<file path="src/lin_proto_pkg.sv">
// line protocol definitions for the LIN frame-start logic
// synch measurement type and detector state encoding
package lin_proto_pkg;

    // width of one synch field measurement in clocks
    localparam int MEAS_W = 16;

    typedef logic [MEAS_W-1:0] meas_t;

    // falling edges of the 0x55 field after the start bit edge
    // fifth edge overall closes the eight bit times
    localparam int SYNC_FALLS = 4;

    // break/delimiter/synch detector states
    typedef enum logic [2:0] {
        IDLE         = 3'd0,
        BREAK        = 3'd1,
        DELIM        = 3'd2,
        SYNC_MEASURE = 3'd3
    } det_state_t;

endpackage

</file>
<file path="src/lin_regs_pkg.sv">
// register map of the LIN slave Wishbone port
// addresses, control and status bit positions, bus widths
package lin_regs_pkg;

    // wishbone data and address widths
    localparam int WB_DW = 16;
    localparam int WB_AW = 2;

    // word addresses
    localparam logic [WB_AW-1:0] ADDR_CTRL   = 2'd0;
    localparam logic [WB_AW-1:0] ADDR_STATUS = 2'd1;
    localparam logic [WB_AW-1:0] ADDR_IMASK  = 2'd2;
    localparam logic [WB_AW-1:0] ADDR_SYNC   = 2'd3;

    // control register bits
    localparam int CTRL_START   = 0;
    localparam int CTRL_TXD_DIS = 1;
    localparam int CTRL_RXD_DIS = 2;

    // status register bits
    // break, edge and overrun are sticky, sync is live
    localparam int STS_BREAK   = 0;
    localparam int STS_EDGE    = 1;
    localparam int STS_OVERRUN = 2;
    localparam int STS_SYNC    = 3;

    localparam int STS_W = 4;

endpackage

</file>
<file path="src/lin_break_sync_top.sv">
// top level of the LIN slave frame-start logic
// detector, measurement FIFO and Wishbone register block
`timescale 1ns/1ps

module lin_break_sync_top #(
    parameter int BREAK_LEN  = 150,
    parameter int FIFO_DEPTH = 4
) (
    input  logic                           clk_fin,
    input  logic                           rst,
    input  logic                           rxd,
    input  logic                           txd,
    output logic                           rxd_out,
    output logic                           txd_out,
    output logic                           interrupt,
    input  logic                           wb_cyc,
    input  logic                           wb_stb,
    input  logic                           wb_we,
    input  logic [lin_regs_pkg::WB_AW-1:0] wb_adr,
    input  logic [lin_regs_pkg::WB_DW-1:0] wb_dat_i,
    output logic [lin_regs_pkg::WB_DW-1:0] wb_dat_o,
    output logic                           wb_ack
);

    logic                 enable;
    logic                 break_pulse;
    logic                 edge_pulse;
    logic                 meas_valid;
    lin_proto_pkg::meas_t meas_data;
    lin_proto_pkg::meas_t fifo_data;
    logic                 fifo_empty;
    logic                 fifo_pop;
    logic                 overrun;

    lin_frame_detector #(
        .BREAK_LEN (BREAK_LEN)
    ) u_detector (
        .clk_fin     (clk_fin),
        .rst         (rst),
        .rxd         (rxd),
        .enable      (enable),
        .break_pulse (break_pulse),
        .edge_pulse  (edge_pulse),
        .meas_valid  (meas_valid),
        .meas_data   (meas_data)
    );

    // measurements wait here until the CPU reads them
    lin_sync_fifo #(
        .FIFO_DEPTH (FIFO_DEPTH)
    ) u_fifo (
        .clk_fin    (clk_fin),
        .rst        (rst),
        .push       (meas_valid),
        .push_data  (meas_data),
        .pop        (fifo_pop),
        .fifo_data  (fifo_data),
        .fifo_empty (fifo_empty),
        .overrun    (overrun)
    );

    lin_slave_regs u_regs (
        .clk_fin     (clk_fin),
        .rst         (rst),
        .wb_cyc      (wb_cyc),
        .wb_stb      (wb_stb),
        .wb_we       (wb_we),
        .wb_adr      (wb_adr),
        .wb_dat_i    (wb_dat_i),
        .txd         (txd),
        .rxd         (rxd),
        .break_pulse (break_pulse),
        .edge_pulse  (edge_pulse),
        .meas_valid  (meas_valid),
        .overrun     (overrun),
        .fifo_empty  (fifo_empty),
        .fifo_data   (fifo_data),
        .wb_dat_o    (wb_dat_o),
        .wb_ack      (wb_ack),
        .fifo_pop    (fifo_pop),
        .enable      (enable),
        .rxd_out     (rxd_out),
        .txd_out     (txd_out),
        .interrupt   (interrupt)
    );

endmodule

</file>
<file path="src/lin_frame_detector.sv">
// LIN break, delimiter and synch field detector
// rxd synchronizer, edge pulse and auto-baud synch counter
`timescale 1ns/1ps

module lin_frame_detector #(
    parameter int BREAK_LEN = 150
) (
    input  logic                 clk_fin,
    input  logic                 rst,
    input  logic                 rxd,
    input  logic                 enable,
    output logic                 break_pulse,
    output logic                 edge_pulse,
    output logic                 meas_valid,
    output lin_proto_pkg::meas_t meas_data
);

    // low-run counter saturates at BREAK_LEN
    localparam int LW = $clog2(BREAK_LEN + 1);
    // falling edge counter inside the synch field
    localparam int FW = $clog2(lin_proto_pkg::SYNC_FALLS + 1);

    logic                     rxd_meta;
    logic                     rxd_sync;
    logic                     rxd_prev;
    logic                     fall;
    logic                     low_hit;
    logic [LW-1:0]            low_cnt;
    logic [FW-1:0]            fall_cnt;
    lin_proto_pkg::meas_t     sync_cnt;
    lin_proto_pkg::det_state_t state;

    // two-flop synchronizer, idle line is high
    always_ff @(posedge clk_fin)
    begin
        if (rst)
        begin
            rxd_meta <= 1'b1;
            rxd_sync <= 1'b1;
            rxd_prev <= 1'b1;
        end
        else
        begin
            rxd_meta <= rxd;
            rxd_sync <= rxd_meta;
            rxd_prev <= rxd_sync;
        end
    end

    assign fall = rxd_prev & ~rxd_sync;

    // BREAK_LEN-th consecutive low clock
    assign low_hit = ~rxd_sync && (low_cnt == LW'(BREAK_LEN - 1));

    // length of the current low run, cleared on any high
    always_ff @(posedge clk_fin)
    begin
        if (rst || !enable || rxd_sync)
        begin
            low_cnt <= '0;
        end
        else if (low_cnt != LW'(BREAK_LEN))
        begin
            low_cnt <= low_cnt + 1'b1;
        end
    end

    // frame-start FSM
    always_ff @(posedge clk_fin)
    begin
        if (rst || !enable)
        begin
            state       <= lin_proto_pkg::IDLE;
            break_pulse <= 1'b0;
            edge_pulse  <= 1'b0;
            meas_valid  <= 1'b0;
            fall_cnt    <= '0;
            sync_cnt    <= '0;
        end
        else
        begin
            edge_pulse  <= rxd_sync ^ rxd_prev;
            break_pulse <= 1'b0;
            meas_valid  <= 1'b0;
            case (state)
                lin_proto_pkg::IDLE:
                begin
                    if (!rxd_sync)
                    begin
                        state <= lin_proto_pkg::BREAK;
                    end
                end
                lin_proto_pkg::BREAK:
                begin
                    if (low_hit)
                    begin
                        break_pulse <= 1'b1;
                    end
                    // high ends the low run, long enough means delimiter
                    if (rxd_sync)
                    begin
                        if (low_cnt == LW'(BREAK_LEN))
                        begin
                            state <= lin_proto_pkg::DELIM;
                        end
                        else
                        begin
                            state <= lin_proto_pkg::IDLE;
                        end
                    end
                end
                lin_proto_pkg::DELIM:
                begin
                    // start bit edge of the synch field opens the window
                    if (fall)
                    begin
                        state    <= lin_proto_pkg::SYNC_MEASURE;
                        fall_cnt <= '0;
                        sync_cnt <= lin_proto_pkg::meas_t'(1);
                    end
                end
                lin_proto_pkg::SYNC_MEASURE:
                begin
                    if (low_hit)
                    begin
                        // break inside the field restarts the search
                        break_pulse <= 1'b1;
                        state       <= lin_proto_pkg::DELIM;
                    end
                    else if (sync_cnt == '1)
                    begin
                        state <= lin_proto_pkg::IDLE;
                    end
                    else
                    begin
                        sync_cnt <= sync_cnt + 1'b1;
                        if (fall)
                        begin
                            if (fall_cnt == FW'(lin_proto_pkg::SYNC_FALLS - 1))
                            begin
                                meas_valid <= 1'b1;
                                state      <= lin_proto_pkg::IDLE;
                            end
                            else
                            begin
                                fall_cnt <= fall_cnt + 1'b1;
                            end
                        end
                    end
                end
                default:
                begin
                    state <= lin_proto_pkg::IDLE;
                end
            endcase
        end
    end

    // value captured on the closing edge, eight bit times
    always_ff @(posedge clk_fin)
    begin
        if (state == lin_proto_pkg::SYNC_MEASURE && fall)
        begin
            meas_data <= sync_cnt;
        end
    end

endmodule

</file>
<file path="src/lin_slave_regs.sv">
// Wishbone register block of the LIN slave
// control, sticky status, interrupt mask, synch readout and pin gating
`timescale 1ns/1ps

module lin_slave_regs (
    input  logic                                clk_fin,
    input  logic                                rst,
    input  logic                                wb_cyc,
    input  logic                                wb_stb,
    input  logic                                wb_we,
    input  logic [lin_regs_pkg::WB_AW-1:0]      wb_adr,
    input  logic [lin_regs_pkg::WB_DW-1:0]      wb_dat_i,
    input  logic                                txd,
    input  logic                                rxd,
    input  logic                                break_pulse,
    input  logic                                edge_pulse,
    input  logic                                meas_valid,
    input  logic                                overrun,
    input  logic                                fifo_empty,
    input  lin_proto_pkg::meas_t                fifo_data,
    output logic [lin_regs_pkg::WB_DW-1:0]      wb_dat_o,
    output logic                                wb_ack,
    output logic                                fifo_pop,
    output logic                                enable,
    output logic                                rxd_out,
    output logic                                txd_out,
    output logic                                interrupt
);

    logic                              req;
    logic                              wr_en;
    logic                              rd_en;
    logic                              clr_sts;
    logic [lin_regs_pkg::CTRL_RXD_DIS:0] ctrl;
    logic [lin_regs_pkg::STS_W-1:0]    imask;
    logic [lin_regs_pkg::STS_W-1:0]    status;
    logic                              sts_break;
    logic                              sts_edge;
    logic                              sts_overrun;
    logic                              rxd_gate;
    logic [lin_regs_pkg::WB_DW-1:0]    rd_data;

    // new request, acked on the next edge
    assign req     = wb_cyc & wb_stb & ~wb_ack;
    assign wr_en   = req & wb_we;
    assign rd_en   = req & ~wb_we;
    assign clr_sts = wr_en && (wb_adr == lin_regs_pkg::ADDR_STATUS);

    // head leaves the FIFO on the edge its read data is captured
    assign fifo_pop = rd_en && (wb_adr == lin_regs_pkg::ADDR_SYNC) && !fifo_empty;

    assign enable = ctrl[lin_regs_pkg::CTRL_START];

    always_comb
    begin
        status = '0;
        status[lin_regs_pkg::STS_BREAK]   = sts_break;
        status[lin_regs_pkg::STS_EDGE]    = sts_edge;
        status[lin_regs_pkg::STS_OVERRUN] = sts_overrun;
        // live, a measurement is waiting
        status[lin_regs_pkg::STS_SYNC]    = ~fifo_empty;
    end

    assign interrupt = |(status & imask);

    // read mux
    always_comb
    begin
        case (wb_adr)
            lin_regs_pkg::ADDR_CTRL:   rd_data = lin_regs_pkg::WB_DW'(ctrl);
            lin_regs_pkg::ADDR_STATUS: rd_data = lin_regs_pkg::WB_DW'(status);
            lin_regs_pkg::ADDR_IMASK:  rd_data = lin_regs_pkg::WB_DW'(imask);
            default:                   rd_data = fifo_empty ? '0 : fifo_data;
        endcase
    end

    // bus handshake and writable registers
    always_ff @(posedge clk_fin)
    begin
        if (rst)
        begin
            wb_ack <= 1'b0;
            ctrl   <= '0;
            imask  <= '0;
        end
        else
        begin
            wb_ack <= req;
            if (wr_en && wb_adr == lin_regs_pkg::ADDR_CTRL)
            begin
                ctrl <= wb_dat_i[lin_regs_pkg::CTRL_RXD_DIS:0];
            end
            if (wr_en && wb_adr == lin_regs_pkg::ADDR_IMASK)
            begin
                imask <= wb_dat_i[lin_regs_pkg::STS_W-1:0];
            end
        end
    end

    always_ff @(posedge clk_fin)
    begin
        if (rd_en)
        begin
            wb_dat_o <= rd_data;
        end
    end

    // sticky bits, write 1 clears, a new event wins
    always_ff @(posedge clk_fin)
    begin
        if (rst)
        begin
            sts_break   <= 1'b0;
            sts_edge    <= 1'b0;
            sts_overrun <= 1'b0;
        end
        else
        begin
            sts_break <= break_pulse |
                         (sts_break & ~(clr_sts & wb_dat_i[lin_regs_pkg::STS_BREAK]));
            sts_edge <= edge_pulse |
                        (sts_edge & ~(clr_sts & wb_dat_i[lin_regs_pkg::STS_EDGE]));
            sts_overrun <= overrun |
                           (sts_overrun & ~(clr_sts & wb_dat_i[lin_regs_pkg::STS_OVERRUN]));
        end
    end

    // rxd gate opens on a measurement, start low or rxd-disable closes it
    always_ff @(posedge clk_fin)
    begin
        if (rst)
        begin
            rxd_gate <= 1'b0;
        end
        else if (!ctrl[lin_regs_pkg::CTRL_START] || ctrl[lin_regs_pkg::CTRL_RXD_DIS])
        begin
            rxd_gate <= 1'b0;
        end
        else if (meas_valid)
        begin
            rxd_gate <= 1'b1;
        end
    end

    // registered pins
    always_ff @(posedge clk_fin)
    begin
        if (rst)
        begin
            rxd_out <= 1'b1;
            txd_out <= 1'b0;
        end
        else
        begin
            rxd_out <= rxd_gate ? rxd : 1'b1;
            txd_out <= ctrl[lin_regs_pkg::CTRL_TXD_DIS] ? 1'b0 : txd;
        end
    end

endmodule

</file>
<file path="src/lin_sync_fifo.sv">
// circular buffer of synch measurements
// full buffer drops the push and flags overrun
`timescale 1ns/1ps

module lin_sync_fifo #(
    parameter int FIFO_DEPTH = 4
) (
    input  logic                 clk_fin,
    input  logic                 rst,
    input  logic                 push,
    input  lin_proto_pkg::meas_t push_data,
    input  logic                 pop,
    output lin_proto_pkg::meas_t fifo_data,
    output logic                 fifo_empty,
    output logic                 overrun
);

    localparam int PW = (FIFO_DEPTH > 1) ? $clog2(FIFO_DEPTH) : 1;
    localparam int CW = $clog2(FIFO_DEPTH + 1);

    lin_proto_pkg::meas_t mem [FIFO_DEPTH];
    logic [PW-1:0]        wr_ptr;
    logic [PW-1:0]        rd_ptr;
    logic [CW-1:0]        count;
    logic                 full;
    logic                 do_push;
    logic                 do_pop;

    assign fifo_empty = (count == '0);
    assign full       = (count == CW'(FIFO_DEPTH));
    assign do_pop     = pop & ~fifo_empty;
    // a pop in the same cycle frees the slot
    assign do_push    = push & (~full | do_pop);
    assign overrun    = push & ~do_push;
    assign fifo_data  = mem[rd_ptr];

    always_ff @(posedge clk_fin)
    begin
        if (do_push)
        begin
            mem[wr_ptr] <= push_data;
        end
    end

    // pointers wrap at FIFO_DEPTH, also for odd depths
    always_ff @(posedge clk_fin)
    begin
        if (rst)
        begin
            wr_ptr <= '0;
            rd_ptr <= '0;
            count  <= '0;
        end
        else
        begin
            if (do_push)
            begin
                wr_ptr <= (wr_ptr == PW'(FIFO_DEPTH - 1)) ? '0 : wr_ptr + 1'b1;
            end
            if (do_pop)
            begin
                rd_ptr <= (rd_ptr == PW'(FIFO_DEPTH - 1)) ? '0 : rd_ptr + 1'b1;
            end
            count <= count + CW'(do_push) - CW'(do_pop);
        end
    end

endmodule
</file>
<file path="config.mk">
export PLATFORM = sky130hd
export DESIGN_NAME = lin_break_sync_top
export DESIGN_NICKNAME = d
export VERILOG_FILES = /design/src/lin_proto_pkg.sv /design/src/lin_regs_pkg.sv /design/src/lin_break_sync_top.sv /design/src/lin_frame_detector.sv /design/src/lin_slave_regs.sv /design/src/lin_sync_fifo.sv
export SDC_FILE = /design/constraint.sdc
export NUM_CORES = 1
export LEC_CHECK = 0
export BUFFER_PORTS_ARGS = -buffer_cell sky130_fd_sc_hd__buf_2
export CORE_MARGIN = 3
export CORE_UTILIZATION = 50
export DETAILED_ROUTE_END_ITERATION = 10
export GPL_TIMING_DRIVEN = 0
export PLACE_DENSITY = 0.68
export SYNTH_ARGS = -nofsm -noshare
export SYNTH_HDL_FRONTEND = slang
export SYNTH_SLANG_ARGS = --single-unit
</file>
<file path="constraint.sdc">
create_clock -name clk_fin -period 3.4 [get_ports clk_fin]
set_clock_uncertainty 0.2 [all_clocks]
set_input_delay 0.68 -clock clk_fin [delete_from_list [all_inputs] [get_ports clk_fin]]
set_output_delay 0.68 -clock clk_fin [all_outputs]
set_load 0.005 [all_outputs]
</file>
==> results of run 1 <==
==> power by group <==
group / switching (mW) / internal (mW)
logic: 0.0237 / 0.0162
clock network: 0.698 / 1.30
registers: 0.00305 / 1.97
total: 0.725 / 3.29
==> logic make-up after synthesis <==
kind of cell,share of synthesized area [%]
adder cells (fa/ha/maj),3.20
multiplexers,7.89
AO/OA/AOI/OAI,4.35
flip-flops,66.3
buffers and inverters,1.99
XOR/XNOR,2.58
AND/OR/NAND/NOR,13.7
==> final timing paths <==
check	to	cells after the start	slack, ns	startpoint
max	u_fifo.mem[1][3]	5	0.35	u_fifo.count[1]
max reg2reg	u_fifo.mem[1][3]	5	0.35	u_fifo.count[1]
min	u_regs.rxd_out	1	0.18	u_regs.rxd_gate
min reg2reg	u_regs.rxd_out	1	0.18	u_regs.rxd_gate
==> per-layer routing <==
layer	GRT usage (%)	up-vias	routed length, um
met5	0	-	0
met4	6.19	0	136
met3	4.87	13	381
met2	27.7	74	5240
met1	22.2	1741	4760
li1	-	1734	-
==> cell usage after synthesis, types with 3 or more instances <==
library cell               number  share of area (%)
sky130_fd_sc_hd__o21ai_0        7               0.57
sky130_fd_sc_hd__nand3_1       12               0.98
sky130_fd_sc_hd__a221o_1        3               0.49
sky130_fd_sc_hd__edfxtp_1      96                 47
sky130_fd_sc_hd__nor2_1        42                2.6
sky130_fd_sc_hd__nor2b_1       15                1.5
sky130_fd_sc_hd__buf_2          3               0.25
sky130_fd_sc_hd__or3_1          7               0.72
sky130_fd_sc_hd__dfxtp_1       58                 19
sky130_fd_sc_hd__nor3b_1        3               0.37
sky130_fd_sc_hd__inv_1         18                1.1
sky130_fd_sc_hd__nand4_1       10                1.0
sky130_fd_sc_hd__mux2i_1       11                1.8
sky130_fd_sc_hd__nor4_1         3               0.31
sky130_fd_sc_hd__clkbuf_1       9               0.55
sky130_fd_sc_hd__and3_1         5               0.51
sky130_fd_sc_hd__and2_1         6               0.62
sky130_fd_sc_hd__nand3b_1       3               0.37
sky130_fd_sc_hd__nor3_1        12               0.98
sky130_fd_sc_hd__nand2_1       21                1.3
sky130_fd_sc_hd__xnor2_1       12                1.7
sky130_fd_sc_hd__ha_1          14                2.9
sky130_fd_sc_hd__mux4_2        16                5.9
sky130_fd_sc_hd__xor2_1         6               0.86
sky130_fd_sc_hd__a21oi_1       14                1.1
sky130_fd_sc_hd__nand2b_1       3               0.31
==> worst max-delay path, delay by kind of cell, from the launching register on <==
family / cells / cell delay, ns
compound gates: 2 / 0.65
buf+inv: 1 / 0.17
flops: 1 / 0.40
simple gates: 2 / 1.23
==> state kept, by name, indices dropped and copies added (netlist names), 2 cells and up, named ones only <==
| register | count |
|---|---|
| u_fifo.count | 3 |
| u_regs.ctrl | 3 |
| u_fifo.mem | 64 |
| u_regs.imask | 4 |
| u_fifo.rd_ptr | 2 |
| u_detector.sync_cnt | 16 |
| u_detector.low_cnt | 8 |
| u_regs.wb_dat_o | 16 |
| u_detector.state | 2 |
| u_detector.fall_cnt | 3 |
| u_fifo.wr_ptr | 2 |
| u_detector.meas_data | 16 |
==> through the flow <==
| stage | cells | setup TNS [ns] | setup WS [ns] | power [mW] |
|---|---|---|---|---|
| 5_1_grt | 646 | 0 | 0.165 | 4.13 |
| 4_1_cts | 646 | 0 | 0.323 | 4.04 |
| 2_1_floorplan | 439 | 0 | 0.715 | 2.03 |
| 6_report | 646 | 0 | 0.348 | 4.01 |
| 3_3_place_gp | 614 | 0 | 0.00686 | 2.05 |
| 3_5_place_dp | 614 | -0.0669 | -0.00535 | 2.05 |
==> layout make-up <==
cell class / count / area share [%]
inverter: 18 / 0.955
tap: 143 / 2.53
sequential: 154 / 57.2
multi-input combinational: 254 / 27.4
clock buffer: 20 / 6.17
clock inverter: 12 / 2.78
buffer: 13 / 0.761
timing repair buffer: 32 / 2.26
==> results, run 1 <==
- The die area is around 14000 sq um.
- The die height is 116 um.
- The synthesized flop and latch total is between 150 and 200.
- The worst hold margin is roughly 0.18 ns.
- The number of hold violations in the final report came to 0.
- The weighted congestion reported at the end of routability-driven placement is 0.857.
- The sum of routed wire length over all layers is around 11000 um.
- The cell area after placement is approximately 6400 sq um.
- In the synthesized netlist the dominant register cell turns out to be sky130_fd_sc_hd__edfxtp_1.
- The clock insertion delay at the later pin of the skew report is 0.42 ns.
- 0 antenna diodes ended up in the layout.
- STA puts the critical path data required time at roughly 3.2 ns.
- The remaining global-route overflow is 0.
- After clock tree synthesis, the flow added hold-fix buffers numbering 0.
- For this design the ratio of total power to cell area is ~570 nW/um^2.
- Walking the worst path, the cells encountered are o311ai_1 -> or3_1 -> clkbuf_2 -> a31oi_2 -> and2_1.
- Sequential cells were found to cover 66.3% of the synthesized design area.
- The worst setup path is launched from a register.
- The count of pins over their slew limit is 0.
- Once the clock tree was built, the resizer swapped 0 gates to a different size.
- The highest ir drop seen on vdd is approximately 0.35 mV.
- Setup repair after global routing left no endpoint under its margin.
- The critical-path maximum fanout is 16.
- The post-route cell area is approximately 7100 sq um.
- The number of setup violations in the final report is 0.
- The largest net degree at the start of global routing is 17.
- After legalization and detailed placement, the total HPWL measured slightly above 7000 um.
- The relative slew slack is 20.7%.
- The sequential cells in the finished layout cover a total of about 4000 sq um.
- The post-layout net count is 530.
- The final worst-path cycle share is 89.8%.
- The share of async-settable or async-resettable flops after synthesis is 0%.
- The highest clock frequency the design can meet is approximately 0.33 GHz.
- The number of CTS-inserted buffers is 17.
- The maximum number of buffers from clock root to sink is 2.
- The largest individual stage delay along the critical path comes from the cell sky130_fd_sc_hd__and2_1.
- Data on the critical path arrives at its endpoint at a little under 3 ns.
- Across the run, the number of max-cap violations was 0.
- Using the TritonRoute via totals, the vias-per-cell ratio works out to ~5.5.
- The first routing iteration left around 280 violations.
- The run finished with clean final reports.
- The final route contains between 3000 and 4000 vias.
- The worst setup path is of the reg -> reg kind.
- The count of nets left with antenna violations once routing finished came out at 0.
- The clock sink count is between 150 and 200.
- The clock root buffer is sky130_fd_sc_hd__clkbuf_16.
- The number of I/O port buffers is 32.
- The most frequent standard cell in the layout excluding fill and tap cells is sky130_fd_sc_hd__edfxtp_1.
- The number of remaining DRC errors is 0.
- The final critical path time including I/O delays and setup is ~3 ns.
- The number of detailed-routing iterations run before antenna repair is 4.
- The number of antenna violations at the first check in global routing is 0.
- The H-tree was split into 4 levels.
- The layout has 870 filler cells.
- The floorplan step set the die width to between 100 and 150 um.
- STA classifies the critical path endpoint as a register.
- Synthesis handed over a netlist of between 400 and 500 instances.
- The final cell utilization of the core is between 60% and 70%.
- The post-CTS clock slew at the launch and capture registers of the worst setup and hold paths is 0.06 ns.
- The area of the placeable core is approximately 12000 sq um.
- The multi-input logic area is ~1900 sq um.
- The number of rows created at floorplan is 39.
- The first global-routing pass estimated roughly 18000 um of wire.
- Yosys printed 0 warnings.
- For this configuration, the core starts out at a cell density of between 50% and 60%.
- The top-level I/O count is 45.
- The TritonCTS clock tree is built.
- The average instance in the mapped netlist occupies about 14 sq um.
- The path class of the tightest hold or removal check is reg -> reg.
- The number of global-route vias before repair is ~3600.
- In the final routed layout, each cell accounts on average for approximately 16 um.
- Buffers added to address setup during post-CTS repair amount to 0.
- The cell area that synthesis handed to floorplanning was 6100 sq um.
- The total routing usage reported by global routing is 17.1%.
- The share of final-layout standard cells stronger than drive strength 1 is about 18%.
- The delay of the slowest critical-path stage is 0.77 ns.
- In the layout the commonest cells are 96 x sky130_fd_sc_hd__edfxtp_1, 58 x sky130_fd_sc_hd__dfxtp_1, 42 x sky130_fd_sc_hd__nor2_1, 35 x sky130_fd_sc_hd__buf_2, 21 x sky130_fd_sc_hd__nand2_1.
- The net count of the mapped netlist is between 400 and 500.
- For the pin with the worst max-slew slack, the measured transition is between 1 and 1.5 ns.
- The number of enable flip-flop cells after synthesis is 96.
- The area overhead of the layout relative to synthesis is 15.9%.
- Counting distinct cell types in the post-synthesis netlist gives between 40 and 50.
- For this design the static power due to leakage is roughly 2.1 nW.
Note: power is estimated with default switching activity, not from simulation.
==> inputs of run 2 (changes only) <==
- RECOVER_POWER: default -> 100
==> results, run 2 (synthesized netlist as in run 1, its figures left out) <==
- The flow ran to the end, and the final reports show no timing, DRC or antenna violations.
- Traced cell by cell, the critical path runs through o311ai_1 -> or3_1 -> clkbuf_1 -> a31oi_2 -> and2_1.
- During placement, the flow inserted port buffers numbering 32.
- The largest net degree at the start of global routing is 17.
- The data required time at the worst endpoint is 3.24 ns.
- The number of buffers inserted to repair setup after CTS is 0.
- Using the TritonRoute via totals, the vias-per-cell ratio works out to around 5.5.
- CTS placed an instance of sky130_fd_sc_hd__clkbuf_16 at the clock tree root.
- The detailed placer's ending HPWL is around 7100 um.
- The floorplan step defined a die boundary enclosing 13600 sq um.
- The routed length per instance is roughly 16 um.
- The delay of the slowest critical-path stage is about 0.76 ns.
- The number of detailed-routing iterations run before antenna repair is 5.
- Summed over all failing endpoints, the final setup total negative slack is 0 ns.
- The number of rows created at floorplan is 39.
- The relative slew slack is 14.6%.
- Of all nets on the critical path, the largest fanout is 16.
- The clock insertion delay at the later pin of the skew report is roughly 0.42 ns.
- The count of vias placed by the detailed router is ~3600.
- The number of violations of the max-capacitance limit is 0.
- The DRC violation total after the first TritonRoute iteration is 273.
- The clock net in this run drives a total of between 150 and 200 sinks.
- The TritonCTS clock tree is built.
- After detailed routing, the number of remaining DRC violations is 0.
- Pin placement for this block handled 45 I/O pins.
- Leaving out fill and tap cells, the most frequent cells in the layout are 96 x sky130_fd_sc_hd__edfxtp_1, 58 x sky130_fd_sc_hd__dfxtp_1, 42 x sky130_fd_sc_hd__nor2_1, 30 x sky130_fd_sc_hd__clkbuf_1, 21 x sky130_fd_sc_hd__nand2_1.
- The sum of routed wire length over all layers is ~11000 um.
- At the end of routability-driven placement, the weighted congestion stood at 0.857.
- The flip-flop count of the largest register, all copies and words added is 64.
- On the final layout, the worst hold slack is ~0.18 ns.
- The power after layout is 4.02 mW.
- The number of stages on the worst hold path is 1.
- The nature of the critical path endpoint is a register.
- Summing all flip-flop and latch instances after layout gives ~4000 sq um.
- The post-layout net count is 530.
- The area overhead of the layout relative to synthesis is 15.2%.
- The H-tree level count is 4.
- The type of the worst setup path is reg -> reg.
- The number of antenna violations at the first check in global routing is 0.
- Cells with a size suffix above 1 make up roughly 14% of the layout.
- Once routing completed, OpenROAD measured the worst setup slack at about 0.33 ns.
- The repair_antennas step left the layout with diodes totalling 0.
- The area of the placeable core is between 10000 and 15000 sq um.
- The post-cts repair resize count is 0.
- The layout has roughly 890 filler cells.
- Counting the buffers created by CTS gives 17.
- The power per unit of standard cell area is between 500 and 600 nW/um^2.
- Counting flops per register, the top entry is u_fifo.mem.
- The count of pins over their slew limit is 0.
- In the final layout, the multi-input gates occupy around 1900 sq um.
- The final worst-path cycle share is about nine tenths.
- The clock period could shrink to between 3 and 4 ns.
- The first global-routing pass estimated roughly 18000 um of wire.
- The post-cts hold buffer count is 0.
- For the pin with the worst max-slew slack, the measured transition is between 1 and 1.5 ns.
- The endpoint arrival time on the critical path is between 2 and 3 ns.
- The worst hold path class is reg -> reg.
- The library cell used most frequently in the layout, excluding fill and tap cells, is sky130_fd_sc_hd__edfxtp_1.
- For this run, the share of the core covered by cells in the final layout is between 60% and 70%.
- The number of global-route vias before repair came to 3569.
- Once detail routing completed, the nets flagged for antenna violations numbered 0.
- The worst register-to-register path has a depth of 5.
- The number of hold violations in the final report came to 0.
- The analysis attributes to cell leakage a power of 2.04 nW.
- The slowest stage of the critical path is the sky130_fd_sc_hd__and2_1 cell.
- The post-CTS clock slew at the launch and capture registers of the worst setup and hold paths is ~0.060 ns.
- The maximum number of buffers from clock root to sink is 2.
- VDD sags by at most ~0.35 mV.
- The die width is ~120 um.
- The worst setup path is launched from a register.
- The highest clock frequency the design can meet is 0.326 GHz.
- OpenSTA, run right after detailed placement, puts the worst setup slack at -0.00535 ns.
- The number of setup violations in the final report is 0.
- For this configuration, the core starts out at a cell density of between 50% and 60%.
- Setup repair after global routing left no endpoint under its margin.
- The floorplan step set the die height to ~120 um.
- The total routing usage reported by global routing is 17.1%.
- For this run the aggregate overflow at the end of global routing stands at 0.
## run 2: routing by layer
metal	vias to the layer above	share of wire, %	routed length [um]	GRT usage, %
li1	1731	-	-	-
met1	1730	46	4850	22.2
met2	77	48	5120	27.7
met3	13	4.2	442	4.87
met4	0	1.6	170	6.19
met5	-	0	0	0
## run 2: cell type report
class | instances | area share, %
Buffer | 13 | 0.712
Clock buffer | 20 | 6.21
Clock inverter | 12 | 2.79
Inverter | 18 | 0.961
Multi-Input combinational cell | 254 | 27.2
Sequential cell | 154 | 57.5
Tap cell | 143 | 2.54
Timing Repair Buffer | 32 | 2.01
## run 2: worst max-delay path: cells and delay by family (launching register included)
family,cells,cell delay (ns)
AND/OR/NAND/NOR,2,1.22
AO/OA/AOI/OAI,2,0.67
flip-flops,1,0.40
buffers and inverters,1,0.19
## run 2: power by group
group,switching [mW],leakage [nW],total [mW],internal (mW)
registers,0.00314,1.09,1.97,1.97
logic,0.0239,0.648,0.0390,0.0151
clock network,0.705,0.304,2.00,1.30
## run 2: per-stage QoR
stage          instances  instance area (sq um)
6_report             646                   7030
5_1_grt              646                   7030
4_1_cts              646                   7070
3_5_place_dp         614                   6440
3_3_place_gp         614                   6440
2_1_floorplan        439                   6100
## run 2: path summary, 6_finish.rpt
check	slack (ns)	start	end
max	0.33	u_fifo.count[1]	u_fifo.mem[2][15]
min	0.18	u_regs.rxd_gate	u_regs.rxd_out
max reg2reg	0.33	u_fifo.count[1]	u_fifo.mem[2][15]
min reg2reg	0.18	u_regs.rxd_gate	u_regs.rxd_out
